`config.mk`:
```
export PLATFORM = sky130hd
export DESIGN_NAME = bitmap_ctrl
export DESIGN_NICKNAME = d
export VERILOG_FILES = /design/src/bitmap_pkg.sv /design/src/bitmap_ctrl.sv /design/src/hole_finder.sv /design/src/ack_window.sv /design/src/cmd_decoder.sv
export SDC_FILE = /design/constraint.sdc
export NUM_CORES = 2
export LEC_CHECK = 0
export ABC_AREA = 1
export BUFFER_PORTS_ARGS = -buffer_cell sky130_fd_sc_hd__buf_4
export CORE_ASPECT_RATIO = 1.5
export CORE_MARGIN = 2
export CORE_UTILIZATION = 45
export DETAILED_ROUTE_END_ITERATION = 10
export GPL_TIMING_DRIVEN = 0
export PLACE_DENSITY = 0.67
export SYNTH_ARGS = -nofsm -noshare
export SYNTH_HDL_FRONTEND = slang
export SYNTH_HIERARCHICAL = 1
export SYNTH_SLANG_ARGS = --single-unit
```
`constraint.sdc`:
```
create_clock -name clk -period 18.9 [get_ports clk]
set_clock_uncertainty 0.1 [all_clocks]
set_input_delay 1.89 -clock clk [delete_from_list [all_inputs] [get_ports clk]]
set_output_delay 1.89 -clock clk [all_outputs]
set_load 0.005 [all_outputs]
```
`src/bitmap_pkg.sv`:
```
`default_nettype none

package bitmap_pkg;

  //////////////////////////////
  // widths
  //////////////////////////////
  localparam int WINDOW_BITS   = 128;
  localparam int BANK_BITS     = 32;
  localparam int N_BANKS       = WINDOW_BITS / BANK_BITS;
  localparam int SHIFT_BITS    = 14;
  localparam int WIN_CNT_BITS  = $clog2(WINDOW_BITS) + 1;
  localparam int BANK_POS_BITS = $clog2(BANK_BITS);
  localparam int BANK_IDX_BITS = $clog2(N_BANKS);

  typedef logic [31:0]              cmd_word_t;
  typedef logic [WINDOW_BITS-1:0]   window_t;
  typedef logic [SHIFT_BITS-1:0]    shift_t;
  typedef logic [15:0]              report_t;
  // count of 0..WINDOW_BITS ones
  typedef logic [WIN_CNT_BITS-1:0]  win_cnt_t;
  typedef logic [BANK_POS_BITS-1:0] bank_pos_t;
  typedef logic [BANK_IDX_BITS-1:0] bank_idx_t;

  //////////////////////////////
  // command and report fields
  //////////////////////////////
  // opcode in bits 31..30
  typedef enum logic [1:0] {
    op_cut     = 2'b00,
    op_mark    = 2'b01,
    op_find    = 2'b10,
    op_preread = 2'b11
  } opcode_t;

  localparam int MARK_AACK_VALID_BIT = 29;
  localparam int MARK_SACK_VALID_BIT = 28;
  localparam int AACK_SHIFT_LSB      = 14;

  localparam logic [1:0] REPORT_TAG_HOLE = 2'b10;

endpackage

`default_nettype wire
```
`src/bitmap_ctrl.sv`:
```
`timescale 1ns/10ps
`default_nettype none

module bitmap_ctrl (
  input  wire                        clk,
  input  wire                        rst_n,
  input  wire bitmap_pkg::cmd_word_t cmd_data,
  input  wire                        cmd_empty,
  output logic                       cmd_rd_en,
  output bitmap_pkg::report_t        report_data,
  output logic                       report_wr_en,
  input  wire                        report_full
);

  // decoder to window
  logic                mark_strobe;
  logic                sack_valid;
  logic                aack_valid;
  bitmap_pkg::shift_t  sack_shift;
  bitmap_pkg::shift_t  aack_shift;

  // decoder to finder
  logic                find_strobe;
  bitmap_pkg::shift_t  find_offset;
  logic                find_done;

  bitmap_pkg::window_t window;

  //////////////////////////////
  // command side
  //////////////////////////////
  cmd_decoder i_cmd_decoder (
    .clk         (clk),
    .rst_n       (rst_n),
    .cmd_data    (cmd_data),
    .cmd_empty   (cmd_empty),
    .cmd_rd_en   (cmd_rd_en),
    .mark_strobe (mark_strobe),
    .sack_valid  (sack_valid),
    .aack_valid  (aack_valid),
    .sack_shift  (sack_shift),
    .aack_shift  (aack_shift),
    .find_strobe (find_strobe),
    .find_offset (find_offset),
    .find_done   (find_done)
  );

  ack_window i_ack_window (
    .clk         (clk),
    .rst_n       (rst_n),
    .mark_strobe (mark_strobe),
    .sack_valid  (sack_valid),
    .aack_valid  (aack_valid),
    .sack_shift  (sack_shift),
    .aack_shift  (aack_shift),
    .window      (window)
  );

  //////////////////////////////
  // report side
  //////////////////////////////
  hole_finder i_hole_finder (
    .clk          (clk),
    .rst_n        (rst_n),
    .find_strobe  (find_strobe),
    .find_offset  (find_offset),
    .window       (window),
    .find_done    (find_done),
    .report_data  (report_data),
    .report_wr_en (report_wr_en),
    .report_full  (report_full)
  );

endmodule

`default_nettype wire

```
`src/hole_finder.sv`:
```
`timescale 1ns/10ps
`default_nettype none

module hole_finder (
  input  wire                      clk,
  input  wire                      rst_n,
  input  wire                      find_strobe,
  input  wire bitmap_pkg::shift_t  find_offset,
  input  wire bitmap_pkg::window_t window,
  output logic                     find_done,
  output bitmap_pkg::report_t      report_data,
  output logic                     report_wr_en,
  input  wire                      report_full
);

  typedef enum logic [1:0] {
    fs_idle,
    fs_select,
    fs_encode,
    fs_report
  } find_state_t;

  find_state_t                          state;
  logic [bitmap_pkg::SHIFT_BITS:0]      first_bit;
  bitmap_pkg::window_t                  shifted_q;
  bitmap_pkg::shift_t                   offset_q;
  logic [bitmap_pkg::BANK_BITS-1:0]     bank_sel;
  bitmap_pkg::bank_idx_t                bank_sel_idx;
  logic [bitmap_pkg::BANK_BITS-1:0]     bank_q;
  bitmap_pkg::bank_idx_t                bank_idx_q;
  bitmap_pkg::bank_pos_t                zero_pos;
  bitmap_pkg::shift_t                   hole_pos;

  // search starts one above the offset
  assign first_bit = {1'b0, find_offset} + {{bitmap_pkg::SHIFT_BITS{1'b0}}, 1'b1};

  //////////////////////////////
  // control
  //////////////////////////////
  always_ff @(posedge clk or negedge rst_n) begin
    if (!rst_n) begin
      state <= fs_idle;
    end else begin
      case (state)
        fs_idle:   if (find_strobe) state <= fs_select;
        fs_select: state <= fs_encode;
        fs_encode: state <= fs_report;
        // hold the report while the fifo is full
        fs_report: if (!report_full) state <= fs_idle;
        default:   state <= fs_idle;
      endcase
    end
  end

  assign report_wr_en = (state == fs_report) && !report_full;
  assign find_done    = report_wr_en;

  //////////////////////////////
  // stage 1 aligns the window
  //////////////////////////////
  // bits shifted in from above 127 read as zero
  always_ff @(posedge clk) begin
    if (state == fs_idle && find_strobe) begin
      shifted_q <= window >> first_bit;
      offset_q  <= find_offset;
    end
  end

  //////////////////////////////
  // stage 2 selects the bank
  //////////////////////////////
  // top bank always holds a zero after the shift
  always_comb begin
    bank_sel_idx = bitmap_pkg::bank_idx_t'(bitmap_pkg::N_BANKS - 1);
    for (int b = bitmap_pkg::N_BANKS - 1; b >= 0; b--) begin
      if (shifted_q[b*bitmap_pkg::BANK_BITS +: bitmap_pkg::BANK_BITS] != '1) begin
        bank_sel_idx = bitmap_pkg::bank_idx_t'(b);
      end
    end
    bank_sel = shifted_q[bank_sel_idx*bitmap_pkg::BANK_BITS +: bitmap_pkg::BANK_BITS];
  end

  always_ff @(posedge clk) begin
    if (state == fs_select) begin
      bank_q     <= bank_sel;
      bank_idx_q <= bank_sel_idx;
    end
  end

  //////////////////////////////
  // stage 3 encodes and reports
  //////////////////////////////
  always_comb begin
    zero_pos = '1;
    for (int i = bitmap_pkg::BANK_BITS - 1; i >= 0; i--) begin
      if (!bank_q[i]) begin
        zero_pos = bitmap_pkg::bank_pos_t'(i);
      end
    end
  end

  // offset + 1 + 32 * bank + bit
  assign hole_pos = offset_q + bitmap_pkg::shift_t'(1)
                  + bitmap_pkg::shift_t'(bank_idx_q)
                    * bitmap_pkg::shift_t'(bitmap_pkg::BANK_BITS)
                  + bitmap_pkg::shift_t'(zero_pos);

  always_ff @(posedge clk) begin
    if (state == fs_encode) begin
      report_data <= {bitmap_pkg::REPORT_TAG_HOLE, hole_pos};
    end
  end

endmodule

`default_nettype wire

```
`src/ack_window.sv`:
```
`timescale 1ns/10ps
`default_nettype none

module ack_window (
  input  wire                     clk,
  input  wire                     rst_n,
  input  wire                     mark_strobe,
  input  wire                     sack_valid,
  input  wire                     aack_valid,
  input  wire bitmap_pkg::shift_t sack_shift,
  input  wire bitmap_pkg::shift_t aack_shift,
  output bitmap_pkg::window_t     window
);

  bitmap_pkg::window_t  win_sack;
  bitmap_pkg::window_t  win_aack;
  bitmap_pkg::window_t  win_next;
  bitmap_pkg::win_cnt_t ones_cnt;

  //////////////////////////////
  // mark update
  //////////////////////////////
  // step 1 sets the selectively acked bit
  always_comb begin
    win_sack = window;
    if (sack_valid && sack_shift < bitmap_pkg::WINDOW_BITS) begin
      win_sack = win_sack | (bitmap_pkg::window_t'(1) << sack_shift);
    end
  end

  // step 2 lets the cumulative ack move the base
  always_comb begin
    win_aack = win_sack;
    if (aack_valid) begin
      win_aack = win_sack >> aack_shift;
    end
  end

  // step 3 counts trailing ones where the lowest zero wins
  always_comb begin
    ones_cnt = bitmap_pkg::win_cnt_t'(bitmap_pkg::WINDOW_BITS);
    for (int i = bitmap_pkg::WINDOW_BITS - 1; i >= 0; i--) begin
      if (!win_aack[i]) begin
        ones_cnt = bitmap_pkg::win_cnt_t'(i);
      end
    end
  end

  // base lands on the first missing packet
  assign win_next = win_aack >> ones_cnt;

  //////////////////////////////
  // window register
  //////////////////////////////
  always_ff @(posedge clk or negedge rst_n) begin
    if (!rst_n) begin
      window <= '0;
    end else if (mark_strobe) begin
      window <= win_next;
    end
  end

endmodule

`default_nettype wire

```
`src/cmd_decoder.sv`:
```
`timescale 1ns/10ps
`default_nettype none

module cmd_decoder (
  input  wire                        clk,
  input  wire                        rst_n,
  input  wire bitmap_pkg::cmd_word_t cmd_data,
  input  wire                        cmd_empty,
  output logic                       cmd_rd_en,
  output logic                       mark_strobe,
  output logic                       sack_valid,
  output logic                       aack_valid,
  output bitmap_pkg::shift_t         sack_shift,
  output bitmap_pkg::shift_t         aack_shift,
  output logic                       find_strobe,
  output bitmap_pkg::shift_t         find_offset,
  input  wire                        find_done
);

  typedef enum logic [1:0] {
    st_idle,
    st_decode,
    st_busy_find
  } dec_state_t;

  dec_state_t          state;
  dec_state_t          state_next;
  bitmap_pkg::opcode_t opcode;

  // fifo word is valid in decode one cycle after the read
  assign opcode    = bitmap_pkg::opcode_t'(cmd_data[31:30]);
  assign cmd_rd_en = (state == st_idle) && !cmd_empty;

  //////////////////////////////
  // state machine
  //////////////////////////////
  always_comb begin
    state_next = state;
    case (state)
      st_idle: begin
        if (cmd_rd_en) begin
          state_next = st_decode;
        end
      end
      st_decode: begin
        case (opcode)
          bitmap_pkg::op_find: state_next = st_busy_find;
          bitmap_pkg::op_mark: state_next = st_idle;
          // cut and pre-read are consumed and dropped
          bitmap_pkg::op_cut,
          bitmap_pkg::op_preread: state_next = st_idle;
          default: state_next = st_idle;
        endcase
      end
      st_busy_find: begin
        // no new read until the report is out
        if (find_done) begin
          state_next = st_idle;
        end
      end
      default: state_next = st_idle;
    endcase
  end

  always_ff @(posedge clk or negedge rst_n) begin
    if (!rst_n) begin
      state       <= st_idle;
      mark_strobe <= 1'b0;
      find_strobe <= 1'b0;
    end else begin
      state       <= state_next;
      mark_strobe <= (state == st_decode) && (opcode == bitmap_pkg::op_mark);
      find_strobe <= (state == st_decode) && (opcode == bitmap_pkg::op_find);
    end
  end

  //////////////////////////////
  // field registers
  //////////////////////////////
  always_ff @(posedge clk) begin
    if (state == st_decode && opcode == bitmap_pkg::op_mark) begin
      sack_valid <= cmd_data[bitmap_pkg::MARK_SACK_VALID_BIT];
      aack_valid <= cmd_data[bitmap_pkg::MARK_AACK_VALID_BIT];
      aack_shift <= cmd_data[bitmap_pkg::AACK_SHIFT_LSB +: bitmap_pkg::SHIFT_BITS];
      sack_shift <= cmd_data[bitmap_pkg::SHIFT_BITS-1:0];
    end
    if (state == st_decode && opcode == bitmap_pkg::op_find) begin
      find_offset <= cmd_data[bitmap_pkg::SHIFT_BITS-1:0];
    end
  end

endmodule

`default_nettype wire

```
==> results.toml, run 1 <==
[outcome]
outcome = "aborted with a tool error"
haltStage = "5_1_grt"
first-error = "[ERROR GRT-0116] Global routing finished with congestion. Check the congestion regions in the DRC Viewer."

[logic_synthesis]
ys_async_sr_fraction_pct = 36.6
yosysSeqAreaShare_pct = 22.8
synth.area.top_cells = "nand2_1, edfxtp_1, nand3_1"
synthCells = 7764
yosysUniqueCellTypes = 67
synth.most_common_cell = "nand2_1"
synth_top_area_share_pct = 18.5
synth_edf_count = 232
yosys.area.top_type = "nand2_1"
synth_top_flop_cell = "edfxtp_1"
ys_ff_latch = 366
synth_common_cells = "nand2_1, nand3_1, o21ai_0, inv_1, nor2_1"
yosys_warnings = 6
postSynthAreaPerCell_sq_um = 5.83
syn_nets = 7813
synth_area_sq_um = 45300

[die]
dieHeight_microns = 392
die_w_microns = 263
ios = 54
initial_utilization_pct = 45.3
core.rowCount = 142

[placed_design]
gp_congestion = 1.44
io_buffers = 51
dpl.hpwl_mm = 275
place_inst = 9136

[clock_tree]
ctsResizeCount = 0
htree_levels = 2
post-cts-setup-buffers = 0
cts_made_buffers = 38
cts_sinks = 366
root_buffer = "clkbuf_16"
max-clock-path-buffers = 3
hold_buffers = 0

[global_route]
grt_usage_pct = 79.7
grt_overflow = 2744
grt_max_degree = 106
grt_pass1_wl_mm = 613
grt_pass1_vias = 71000
[routing by layer]
layer	GRT overflow	global-route usage (%)
met1	46	77.4
met2	1834	101
met3	71	60.1
met4	786	82.7
met5	7	27.5
[cell families after synthesis]
logic type	synth area share (%)
compound gates	21.6
simple gates	39.9
fa+ha+maj	0.376
xor+xnor	0.232
flops	22.8
mux	4.07
other cells	0.0166
buf+inv	11.0
[metrics by stage]
stage | setup WS (ns) | hold WS, ns | util, % | area (sq um)
after global placement | 4.02 | 0.351 | 47.4 | 47300
after floorplan | 9.38 | 0.324 | - | 45300
after detailed placement | 4.41 | 0.357 | 47.6 | 47600
after CTS | 4.30 | 0.366 | 49.0 | 48900
==> inputs of run 2 (changes only) <==
--- a/config.mk
+++ b/config.mk
@@ -7,12 +7,11 @@
 export LEC_CHECK = 0
 export ABC_AREA = 1
 export BUFFER_PORTS_ARGS = -buffer_cell sky130_fd_sc_hd__buf_4
-export CORE_ASPECT_RATIO = 1.5
 export CORE_MARGIN = 2
-export CORE_UTILIZATION = 45
+export CORE_UTILIZATION = 30
 export DETAILED_ROUTE_END_ITERATION = 10
 export GPL_TIMING_DRIVEN = 0
-export PLACE_DENSITY = 0.67
+export PLACE_DENSITY_LB_ADDON = 0.15
 export SYNTH_ARGS = -nofsm -noshare
 export SYNTH_HDL_FRONTEND = slang
 export SYNTH_HIERARCHICAL = 1
==> results.toml, run 2 <==
[outcome]
outcome = "finished with violations"
violations = "max-capacitance violations, max-slew violations"

[placed_design]
dpl.hpwl_mm = 304
post-place-ws_ns = 4.04
gp_congestion = 1.11
io_buffers = 51
place_inst = 9848
placed_cell_area_sq_um = 48500

[logic_synthesis]
yosysUniqueCellTypes = 67
ys_ff_latch = 366
synthCells = 7764
postSynthAreaPerCell_sq_um = 5.83
synth_area_sq_um = 45300
synth.area.top_cells = "nand2_1, edfxtp_1, nand3_1"
syn_nets = 7813
synth_common_cells = "nand2_1, nand3_1, o21ai_0, inv_1, nor2_1"
synth_edf_count = 232
yosysSeqAreaShare_pct = 22.8
synth_top_area_share_pct = 18.5
yosys_warnings = 6
synth.most_common_cell = "nand2_1"
ys_async_sr_fraction_pct = 36.6
synth_top_flop_cell = "edfxtp_1"
yosys.area.top_type = "nand2_1"

[timing]
clock.fmax_mhz = 63.9
hold_violations = 0
tightest_slew_ns = 1.59
rsz0062_at_grt = "no"
finalSetupViolCount = 0
tns_ns = 0
period_share_pct = 82.8
slew-limit-headroom_pct = -5.80
min_period_ns = 15.65
worst_slack_ns = 3.25
finalMaxSlewViolations = 24

[worst_setup_path]
crit_type = "flip-flop to flip-flop"
cp_common_cell = "nand2_1"
slowest_delay_ns = 1.04
cp.required_ns = 19.38
arrival_ns = 16.14
cp_max_fo = 10
end_kind = "flip-flop"
critPathLaunchType = "flip-flop"
cp_slowest_cell = "o21ai_0"

[power]
fin_total_pwr_mw = 4.50
power_leakage_nw = 20.1
p_per_area_nw_per_um2 = 89.5
vdd_drop_max_mv = 0.0833

[final_layout]
fin_nets = 7931
layout_common_cells = "nand2_1, nand3_1, o21ai_0"
fin_area_sq_um = 50200
seq_area_sq_um = 10300
instances_no_fill = 9961
largest_register = "i_ack_window/window"
syn2layout_area_growth_pct = 10.9
drive_gt1_share_pct = 4.50
multi_input_area_sq_um = 30100
largestRegisters = "i_ack_window/window (128), i_hole_finder/shifted_q (127), i_hole_finder/bank_q (31)"
largest_reg_flops = 128
mostFrequentLayoutCell = "nand2_1"
fill_cells = 17400

[route]
routed_via_density = 6.21
dr.pass1.iters = 9
ant_nets = 0
routed_wl_mm = 360
avgRoutedWirePerCell_microns = 36.1
vias = 61900
drtIter0Drc = 8962
drc = 0

[clock_tree]
tritoncts = "yes"
cts_sinks = 366
ctsResizeCount = 0
cts_made_buffers = 47
clock_latency_ns = 0.68
hold_buffers = 0
root_buffer = "clkbuf_16"
clk_pin_slew_ns = 0.06
post-cts-setup-buffers = 0
max-clock-path-buffers = 3
htree_levels = 2

[global_route]
antenna_found_initial = 35
grt_usage_pct = 45.4
grt_pass1_wl_mm = 478
grt_overflow = 0
grt_max_degree = 98
grt_pass1_vias = 56800

[die]
ios = 54
die_w_microns = 392
die-area_sq_um = 154000
dieHeight_microns = 392
initial_utilization_pct = 30.2
core.rowCount = 142
core_region_area_sq_um = 150000

[hold_path]
hold_class = "flip-flop to flip-flop"

[run]
maxCapViolCount = 5
[run 2: cell counts after synthesis]
Identical to the previous run, type by type.
[run 2: critical path, delay by kind of cell (launching register included)]
family                 cells  cell delay (ns)
flip-flops                 1             0.62
multiplexers               2             0.44
AO/OA/AOI/OAI              6             3.20
AND/OR/NAND/NOR          101             9.05
buffers and inverters      7             2.17
[run 2: routing by layer]
metal | part of all wire, % | vias up | wire (microns) | global-route usage [%]
met5 | 0.048 | - | 171 | 0.0319
met4 | 11 | 24 | 38100 | 39.8
met3 | 11 | 1177 | 39800 | 15.6
li1 | - | 26900 | - | -
met2 | 41 | 4119 | 146000 | 65.4
met1 | 38 | 29600 | 135000 | 53.4
[run 2: final cells by class]
class	count	area share (%)
Clock buffer	52	2.40
Tap cell	2016	5.02
Inverter	639	4.79
Sequential cell	366	20.6
Timing Repair Buffer	69	1.23
Antenna cell	30	0.149
Multi-Input combinational cell	6152	59.9
Clock inverter	30	0.797
Buffer	607	5.14
[run 2: path summary, 6_finish.rpt]
kind	depth (start not counted)	slack (ns)	startpoint	endpoint
max	116	3.25	i_cmd_decoder/aack_shift[0]	i_ack_window/window[104]
min	0	0.36	i_cmd_decoder/find_offset[6]	i_hole_finder/offset_q[6]
max reg2reg	116	3.25	i_cmd_decoder/aack_shift[0]	i_ack_window/window[104]
min reg2reg	0	0.36	i_cmd_decoder/find_offset[6]	i_hole_finder/offset_q[6]
max in group asynchronous	2	16.63	rst_n	i_cmd_decoder/mark_strobe
min in group asynchronous	1	1.10	rst_n	i_ack_window/window[77]
[run 2: stage by stage]
step	utilization, %	hold WS, ns
floorplan	-	0.324
global placement	32.2	0.354
detailed placement	32.4	0.364
CTS	33.4	0.358
global route	33.5	0.393
finish	33.5	0.365
[run 2: kinds of logic (layout without fill, tap and decap cells)]
kind of cell | Yosys count | in the layout | share of synthesized area, %
other | 2 | 32 | 0.0166
buffers and inverters | 1246 | 1397 | 11.0
muxes | 184 | 184 | 4.07
AOI/OAI and AO/OA | 1744 | 1744 | 21.6
xor gates and xnor gates | 12 | 12 | 0.232
adders and majority gates | 13 | 13 | 0.376
and+or+nand+nor | 4197 | 4197 | 39.9
DFF | 366 | 366 | 22.8
[run 2: report_power, final]
group          internal (mW)  switching [mW]
Clock                  0.548           0.397
Combinational          0.457            1.74
Sequential              1.02           0.328
Total                   2.03            2.47
(Power assumes the default switching activity.)
